--- config.mk ---
export PLATFORM = sky130hd
export DESIGN_NAME = irq_fetch_top
export DESIGN_NICKNAME = d
export VERILOG_FILES = /design/src/cpu_pkg.sv /design/src/irq_pkg.sv /design/src/interrupt_controller.sv /design/src/irq_config_regs.sv /design/src/irq_fetch_top.sv /design/src/pc_fetch_unit.sv
export SDC_FILE = /design/constraint.sdc
export NUM_CORES = 1
export LEC_CHECK = 0
export ABC_CLOCK_PERIOD_IN_PS = 2400
export BUFFER_PORTS_ARGS = -buffer_cell sky130_fd_sc_hd__buf_2
export CAP_MARGIN = 20
export CORE_MARGIN = 3
export CORE_UTILIZATION = 52
export DETAILED_ROUTE_END_ITERATION = 8
export PLACE_DENSITY_LB_ADDON = 0.15
export SYNTH_ARGS = -nofsm -noshare
export SYNTH_HDL_FRONTEND = slang
export SYNTH_SLANG_ARGS = --single-unit
--- constraint.sdc ---
create_clock -name clk -period 2.4 [get_ports clk]
set_clock_uncertainty 0.05 [all_clocks]
set_input_delay 0.24 -clock clk [delete_from_list [all_inputs] [get_ports clk]]
set_output_delay 0.24 -clock clk [all_outputs]
set_load 0.01 [all_outputs]
--- src/cpu_pkg.sv ---
package cpu_pkg;

	// Width of every PC value in the front end
	localparam int pc_width = 12;

	// PC loaded on reset
	localparam logic [pc_width-1:0] reset_pc = '0;

	// Major opcodes that fetch must recognize
	typedef enum logic [6:0] {
		op_alu    = 7'h33,	// Register ALU ops
		op_branch = 7'h63,	// Conditional branches
		op_jal    = 7'h6f,	// Jump and link
		op_system = 7'h73	// URET lives here
	} opcode_t;

endpackage

--- src/irq_pkg.sv ---
package irq_pkg;

	// Counter value that ends an entry or exit drain
	localparam logic [2:0] drain_cycles = 3'd5;

	typedef enum logic [1:0] {
		idle        = 2'd0,	// Normal fetch
		enter_drain = 2'd1,	// Emptying pipe before ISR
		in_isr      = 2'd2,	// Handler running
		exit_drain  = 2'd3	// Emptying pipe after URET
	} isr_state_t;

	// Config register map
	typedef enum logic [1:0] {
		cfg_vector = 2'd0,	// ISR entry address
		cfg_enable = 2'd1,	// Bit 0 enables the request line
		cfg_count  = 2'd2	// Interrupts taken, write clears
	} cfg_addr_t;

endpackage

--- src/interrupt_controller.sv ---
`timescale 1ns/1ps

module interrupt_controller (
	input  logic                          clk,
	input  logic                          nrst,
	input  logic                          stall,
	input  logic                          irq_req,
	input  cpu_pkg::opcode_t              opcode,
	input  logic [cpu_pkg::pc_width-1:0]  pc_next,
	output logic                          sel_isr,
	output logic                          ret_isr,
	output logic                          isr_running,
	output logic                          isr_taken,
	output logic                          pc_flush,
	output logic                          pipe_flush,
	output logic [cpu_pkg::pc_width-1:0]  save_pc
);

	irq_pkg::isr_state_t state;
	logic [2:0]          drain_cnt;
	logic                armed;		// Request seen inactive since last entry
	logic                take_irq;
	logic                drain_done;
	logic                drain_active;
	logic                capture_pc;

	assign take_irq     = (state == irq_pkg::idle) && irq_req && armed;
	assign drain_done   = (drain_cnt == irq_pkg::drain_cycles);
	assign drain_active = (state == irq_pkg::enter_drain) || (state == irq_pkg::exit_drain);

	// PC holds during the entry drain, so pc_next only moves on a redirect
	assign capture_pc = take_irq || (state == irq_pkg::enter_drain);

	assign pc_flush   = drain_active && !stall;
	assign pipe_flush = drain_active && !stall;

	always_ff @(posedge clk) begin
		if (!nrst) begin
			state       <= irq_pkg::idle;
			drain_cnt   <= 3'd0;
			armed       <= 1'b1;
			sel_isr     <= 1'b0;
			ret_isr     <= 1'b0;
			isr_running <= 1'b0;
			isr_taken   <= 1'b0;
		end else begin
			isr_taken <= 1'b0;	// Single-cycle pulse
			if (!irq_req)
				armed <= 1'b1;
			case (state)
				irq_pkg::idle: begin
					if (take_irq) begin
						state     <= irq_pkg::enter_drain;
						drain_cnt <= 3'd1;
						armed     <= 1'b0;
					end
				end
				irq_pkg::enter_drain: begin
					if (drain_done) begin
						state       <= irq_pkg::in_isr;
						drain_cnt   <= 3'd0;
						isr_running <= 1'b1;
						sel_isr     <= 1'b1;
						isr_taken   <= 1'b1;
					end else if (!stall) begin
						drain_cnt <= drain_cnt + 3'd1;
					end
				end
				irq_pkg::in_isr: begin
					if (opcode == cpu_pkg::op_system) begin	// URET fetched
						state     <= irq_pkg::exit_drain;
						drain_cnt <= 3'd1;
						ret_isr   <= 1'b1;
						sel_isr   <= 1'b0;
					end
				end
				irq_pkg::exit_drain: begin
					if (drain_done) begin
						state       <= irq_pkg::idle;
						drain_cnt   <= 3'd0;
						isr_running <= 1'b0;
						ret_isr     <= 1'b0;
					end else if (!stall) begin
						drain_cnt <= drain_cnt + 3'd1;
					end
				end
				default: state <= irq_pkg::idle;
			endcase
		end
	end

	// Return address, tracked until the handler starts
	always_ff @(posedge clk) begin
		if (!nrst)
			save_pc <= '0;
		else if (capture_pc)
			save_pc <= pc_next;
	end

endmodule

--- src/irq_config_regs.sv ---
`timescale 1ns/1ps

module irq_config_regs (
	input  logic                          clk,
	input  logic                          nrst,
	input  logic                          int_n,
	input  logic                          cfg_wr,
	input  irq_pkg::cfg_addr_t            cfg_addr,
	input  logic [cpu_pkg::pc_width-1:0]  cfg_wdata,
	input  logic                          isr_taken,
	output logic                          irq_req,
	output logic [cpu_pkg::pc_width-1:0]  vector,
	output logic [cpu_pkg::pc_width-1:0]  cfg_rdata
);

	logic       enable;
	logic [7:0] irq_count;

	// Request line is active low at the pin
	assign irq_req = ~int_n & enable;

	always_ff @(posedge clk) begin
		if (!nrst) begin
			vector    <= '0;
			enable    <= 1'b1;
			irq_count <= 8'd0;
		end else begin
			if (cfg_wr && cfg_addr == irq_pkg::cfg_vector)
				vector <= cfg_wdata;
			if (cfg_wr && cfg_addr == irq_pkg::cfg_enable)
				enable <= cfg_wdata[0];
			if (cfg_wr && cfg_addr == irq_pkg::cfg_count)
				irq_count <= 8'd0;	// Clear wins over a same-cycle increment
			else if (isr_taken)
				irq_count <= irq_count + 8'd1;	// Wraps at 255
		end
	end

	always_comb begin
		case (cfg_addr)
			irq_pkg::cfg_vector: cfg_rdata = vector;
			irq_pkg::cfg_enable: cfg_rdata = {{(cpu_pkg::pc_width-1){1'b0}}, enable};
			irq_pkg::cfg_count:  cfg_rdata = {{(cpu_pkg::pc_width-8){1'b0}}, irq_count};
			default:             cfg_rdata = '0;	// Unmapped address
		endcase
	end

endmodule

--- src/irq_fetch_top.sv ---
`timescale 1ns/1ps

module irq_fetch_top (
	input  logic                          clk,
	input  logic                          nrst,
	input  logic                          int_n,
	input  logic                          stall,
	input  logic [6:0]                    opcode,
	input  logic                          redirect,
	input  logic [cpu_pkg::pc_width-1:0]  redirect_target,
	input  logic                          cfg_wr,
	input  logic [1:0]                    cfg_addr,
	input  logic [cpu_pkg::pc_width-1:0]  cfg_wdata,
	output logic [cpu_pkg::pc_width-1:0]  pc,
	output logic [cpu_pkg::pc_width-1:0]  cfg_rdata,
	output logic                          isr_running,
	output logic                          pc_flush,
	output logic                          pipe_flush,
	output logic [cpu_pkg::pc_width-1:0]  save_pc
);

	logic                         irq_req;
	logic                         isr_taken;
	logic                         sel_isr;
	logic                         ret_isr;
	logic [cpu_pkg::pc_width-1:0] vector;
	logic [cpu_pkg::pc_width-1:0] pc_next;

	irq_config_regs i_cfg (
		.clk       (clk),
		.nrst      (nrst),
		.int_n     (int_n),
		.cfg_wr    (cfg_wr),
		.cfg_addr  (irq_pkg::cfg_addr_t'(cfg_addr)),
		.cfg_wdata (cfg_wdata),
		.isr_taken (isr_taken),
		.irq_req   (irq_req),
		.vector    (vector),
		.cfg_rdata (cfg_rdata)
	);

	interrupt_controller i_ctrl (
		.clk         (clk),
		.nrst        (nrst),
		.stall       (stall),
		.irq_req     (irq_req),
		.opcode      (cpu_pkg::opcode_t'(opcode)),
		.pc_next     (pc_next),
		.sel_isr     (sel_isr),
		.ret_isr     (ret_isr),
		.isr_running (isr_running),
		.isr_taken   (isr_taken),
		.pc_flush    (pc_flush),
		.pipe_flush  (pipe_flush),
		.save_pc     (save_pc)
	);

	pc_fetch_unit i_fetch (
		.clk             (clk),
		.nrst            (nrst),
		.stall           (stall),
		.redirect        (redirect),
		.redirect_target (redirect_target),
		.vector          (vector),
		.save_pc         (save_pc),
		.sel_isr         (sel_isr),
		.ret_isr         (ret_isr),
		.pc_flush        (pc_flush),
		.pc              (pc),
		.pc_next         (pc_next)
	);

endmodule

--- src/pc_fetch_unit.sv ---
`timescale 1ns/1ps

module pc_fetch_unit (
	input  logic                          clk,
	input  logic                          nrst,
	input  logic                          stall,
	input  logic                          redirect,
	input  logic [cpu_pkg::pc_width-1:0]  redirect_target,
	input  logic [cpu_pkg::pc_width-1:0]  vector,
	input  logic [cpu_pkg::pc_width-1:0]  save_pc,
	input  logic                          sel_isr,
	input  logic                          ret_isr,
	input  logic                          pc_flush,
	output logic [cpu_pkg::pc_width-1:0]  pc,
	output logic [cpu_pkg::pc_width-1:0]  pc_next
);

	localparam logic [cpu_pkg::pc_width-1:0] pc_step = 4;	// One 32-bit instruction

	logic sel_isr_q;
	logic isr_entry;

	// Vector jump happens once, on the rising edge of sel_isr
	assign isr_entry = sel_isr && !sel_isr_q;

	always_ff @(posedge clk) begin
		if (!nrst)
			sel_isr_q <= 1'b0;
		else
			sel_isr_q <= sel_isr;
	end

	always_comb begin
		if (isr_entry)
			pc_next = vector;
		else if (ret_isr)
			pc_next = save_pc;	// Return target held through the exit drain
		else if (redirect)
			pc_next = redirect_target;
		else if (stall || pc_flush)
			pc_next = pc;
		else
			pc_next = pc + pc_step;
	end

	always_ff @(posedge clk) begin
		if (!nrst)
			pc <= cpu_pkg::reset_pc;
		else
			pc <= pc_next;
	end

endmodule

**Word level (Yosys, flattened, before mapping)**

Cells that the tools add are included.

- Register bits: 56
- Input bits: 39
- Output and inout port bits: 39
- Logic and storage cells: 82

- $add $sub $neg: 3
- Equality and inequality tests: 12
- Multiplexer cells: 26
- Bitwise logic cells: 3
- Reduce and logical (&&, ||, !) cells: 25

Operators by type and width:

| operator | count |
|---|---|
| $mux 12 | 4 |
| $pmux 12 s3 | 1 |
| $add 12x3->12 const B | 1 |
| $mux 3 | 4 |
| $reduce_and 3->1 | 4 |
| $pmux 3 s3 | 1 |
| $add 8x1->8 const B | 1 |
| $mux 1 | 8 |
| $mux 2 | 4 |
| $ne 2x1->1 const B | 4 |
| $pmux 2 s4 | 1 |
| $eq 7x7->1 const B | 1 |
| $logic_and 1x1->1 | 7 |
| $eq 2x2->1 const B | 3 |
| $pmux 1 s2 | 3 |
| $reduce_bool 2->1 | 3 |
| $eq 2x1->1 const B | 2 |
| $logic_not 2->1 | 2 |
| $reduce_and 4->1 | 1 |
| $reduce_or 2->1 | 2 |
| $add 3x1->3 const B | 1 |
| $eq 3x3->1 const B | 1 |
| $logic_or 1x1->1 | 3 |
| $ne 3x2->1 const B | 1 |
| 4 further kinds | 6 |

**Depth between registers and ports, before layout**

- Depth in word-level cells: 8
- Gate-level depth with buffers: 8

**Modules after synthesis**

Synthesis repeated with hierarchy kept, for this count alone.

- Cell total of the unflattened synthesis: 360
- Area, all modules: 3055.4 um^2

By module, submodules not included:

| module | times used | cells each | area each (um^2) |
|---|---|---|---|
| interrupt_controller | 1 | 122 | 1024.7 |
| pc_fetch_unit | 1 | 130 | 1017.2 |
| irq_config_regs | 1 | 108 | 1013.5 |

**Least setup slack after synthesis**

No wires, ideal clock.

- Kind: register to register
- From: reg i_ctrl.state[1]
- To: reg i_ctrl.drain_cnt[1]
- Setup time: 0.075 ns
- Arrival time: 2.072 ns
- Required time: 2.275 ns
- Setup slack: 0.204 ns
- Stages on the path, launching flop included: 9
- Period minus slack after synthesis: 2.196 ns
- Cell sequence: dfxtp_1 inv_1 ha_1 clkbuf_1 nor2_1 nand3b_1 o211ai_1 or4b_2 o22ai_1

- Longest elaborated chain between the ends: 5

RTL lines:

| element | line | RTL |
|---|---|---|
| start: declaration | interrupt_controller.sv:19 | `irq_pkg::isr_state_t state;` |
| start signal: assignment | interrupt_controller.sv:39 | `state <= irq_pkg::idle;` |
| start signal: assignment | interrupt_controller.sv:53 | `state <= irq_pkg::enter_drain;` |
| start signal: assignment | interrupt_controller.sv:60 | `state <= irq_pkg::in_isr;` |
| parallel branches: the longest is 5 deep, another holds $ne 3x2->1 | - |  |
| end signal: assignment | interrupt_controller.sv:66 | `drain_cnt <= drain_cnt + 3'd1;` |
| end signal: assignment | interrupt_controller.sv:84 | `drain_cnt <= drain_cnt + 3'd1;` |
| end: declaration | interrupt_controller.sv:20 | `logic [2:0] drain_cnt;` |

Several ways; the timed one is not identified.
A chain may end at the register's enable or synchronous reset.

**Worst setup path in the final report**

Ends and elaborated chain as after synthesis.

==> metrics.yaml <==
critical_path:
  crit_arrival_ns: 2.45
  cp_cell_sequence: "inv_1 > ha_1 > buf_4 > nor2_1 > nand3b_1 > o211ai_1 > or4b_2 > o22ai_1"
  cp.depth: 8
  startpoint_type: "flip-flop"
  cp_max_fo: 10
  critPathTopFamily: "simple AND/OR/NAND/NOR gates"
  cpPeakStageDelay_ns: 0.64
  critPathCaptureType: "flip-flop"
  crit_buf_inv: 2
  cp.required_ns: 2.58
  critPathKind: "flip-flop to flip-flop"
  critPathSlowestCell: "or4b_2"
  reg2reg_depth: 8
cells_and_area:
  drive_above_1_share_pct: 23.5
  fill_cells: 487
  final_common_cell: "buf_2"
  syn2layout_area_growth_pct: 19.9
  layout.nets: 471
  diodes: 0
  fin_util_pct: 65.6
  layout_common_cells: "77 x buf_2, 56 x dfxtp_1, 54 x nand2_1"
  finalNonFillerCells: 496
detailed_routing:
  vias_per_cell: 5.52
  drt_iter0_drc: 153
  avgRoutedWirePerCell_um: 15.1
  vias: 2736
  antenna_left: 0
  drc_errors: 0
  routed_wl_um: 7490
  firstDrtPassIters: 4
timing:
  tns_ns: 0
  rsz0062_at_grt: "no"
  max_slew_margin_pct: 37.1
  final.min_clock_period_ns: 2.27
  whs_ns: 0.0993
  final_hold_viol_count: 0
  fin_crit_sh_pct: 94.5
  fmax_ghz: 0.441
  final-max-slew-violation-count: 0
  setup_viol: 0
  tightestPinTransition_ns: 0.942
clock_tree:
  clkSlewWorstSetupHoldPaths_ns: 0.11
  clockRootBuffer: "clkbuf_8"
  clk_path_buf_depth: 2
  insertion_delay_ns: 0.31
  cts_max_level: 2
  cts_made_buffers: 5
  cts_sinks: 56
  cts_tree: "done"
floorplan:
  ios: 78
  chipWidth_um: 80.0
  die_area_sq_um: 6400
  row_count: 26
  die_y_um: 80.0
  coreArea_sq_um: 5200
  start_util_pct: 54.7
logic_synthesis:
  synth-simple-area-share_pct: 24.8
  syn-num-nets: 399
  synth_async_sr_flop_share_pct: 0
  yosys_warnings: 0
  synth.avg_cell_area_sq_um: 8.06
  synthAdderAreaFrac_pct: 3.08
  ys.flop_type: "dfxtp_1"
  syn_inst: 353
  yosysUniqueCellTypes: 51
  synth_seq_cells: 56
  synth_edf_count: 0
  ys_seq_area_share_pct: 39.4
  synth_xor_xnor_area_share_pct: 4.92
  muxShareOfSynthArea_pct: 4.92
  synth_area_sq_um: 2850
  synth_top_family_by_area: "simple AND/OR/NAND/NOR gates"
  synth_compound_area_share_pct: 18.9
global_routing:
  grt_pass1_vias: 2445
  antenna_found_initial: 0
  grt_first_pass_wirelength_um: 12000
  grt_max_degree: 30
  grt_use_total_pct: 23.8
  grt.overflow.total: 0
place:
  place_inst: 488
  routabilityCongestion: 0.890
  io_buffers: 77
  dp_hpwl_um: 5570
status:
  status: "finished, final reports clean"
run:
  cap_viol_max_count: 0
pwr:
  power_leakage_uw: 0.00147
  powerDensity_nw_per_um2: 902
  fin_total_pwr_uw: 3080
  irDropWorstVdd_mv: 0.602
hold_path:
  min_path_cells: 3
  min_path_type: "input pin to flip-flop"
## worst register-to-register path, cell delays in order, from the launching register on
cell,delay (ns)
dfxtp_1,0.40
inv_1,0.10
ha_1,0.23
buf_4,0.18
nor2_1,0.12
nand3b_1,0.12
o211ai_1,0.13
or4b_2,0.64
o22ai_1,0.22
## power breakdown
| part | internal [uW] | switching, uW |
|---|---|---|
| sequential | 1110 | 179 |
| combinational | 500 | 648 |
| clock | 315 | 326 |
## cell families (layout without fill, tap and decap cells)
family                   count (synthesis)  in the layout
AND/OR/NAND/NOR                        147            147
AO/OA/AOI/OAI                           86             86
flip-flops                              56             56
buffers and inverters                   27            100
XOR/XNOR                                16             16
multiplexers                            14             14
adder cells (fa/ha/maj)                  7              7
## through the flow
step	setup WS (ns)	area, sq um
final	0.133	3410
after global routing	0.00419	3410
after CTS	0.147	3410
after detailed placement	0.173	3290
after global placement	0.219	3290
after floorplan	0.204	2850
## Yosys cell counts (5+ instances only)
master	number	share of area (%)
dfxtp_1	56	39
o21ai_0	20	3.5
nor2b_1	5	1.1
xnor2_1	8	2.5
a21oi_1	32	5.6
nand3_1	8	1.4
nor2_1	38	5.0
nand2_1	54	7.1
nor3_1	5	0.88
ha_1	7	3.1
nand2b_1	6	1.3
and2_1	7	1.5
and3_1	5	1.1
nand4_1	5	1.1
inv_1	7	0.92
xor2_1	8	2.5
clkbuf_1	17	2.2
mux2i_1	14	4.9
## what timing repair did
item                       4_1_cts  5_1_grt
setup endpoints to repair        0        1
buffers inserted                 0        0
resized for setup                0        1
hold buffers                     0        0
## state kept, by name (all words and copies together), names as in the netlist
signal and count:
i_cfg.vector 12, i_ctrl.save_pc 12, i_fetch.pc 12, i_cfg.irq_count 8
i_ctrl.drain_cnt 3, i_ctrl.state 2, i_cfg.enable 1, i_ctrl.armed 1
i_ctrl.isr_running 1, i_ctrl.isr_taken 1, i_ctrl.ret_isr 1, i_ctrl.sel_isr 1
i_fetch.sel_isr_q 1
## final cells by class
cell class                      instances  area (sq um)  share of cell area [%]
Multi-Input combinational cell        270          1620                    47.4
Sequential cell                        56          1120                    32.8
Timing Repair Buffer                   85           445                    13.0
Tap cell                               70          87.6                    2.57
Clock buffer                            5          68.8                    2.02
Clock inverter                          3          46.3                    1.36
Inverter                                7          26.3                   0.770
## metal layers
layer	track usage, %	part of all wire, %	up-vias
li1	-	-	1394
met1	32.0	45	1252
met2	39.9	47	86
met3	3.72	6.4	4
met4	5.24	0.85	0
met5	0	0	-
## path summary, 6_finish.rpt
check                    startpoint                  end  slack, ns
setup reg to reg    i_ctrl.state[1]  i_ctrl.drain_cnt[1]       0.13
setup / recovery    i_ctrl.state[1]  i_ctrl.drain_cnt[1]       0.13
hold reg to reg   i_ctrl.save_pc[3]    i_ctrl.save_pc[3]       0.42
hold / removal        cfg_wdata[10]     i_cfg.vector[10]        0.1
(Power assumes the default switching activity.)
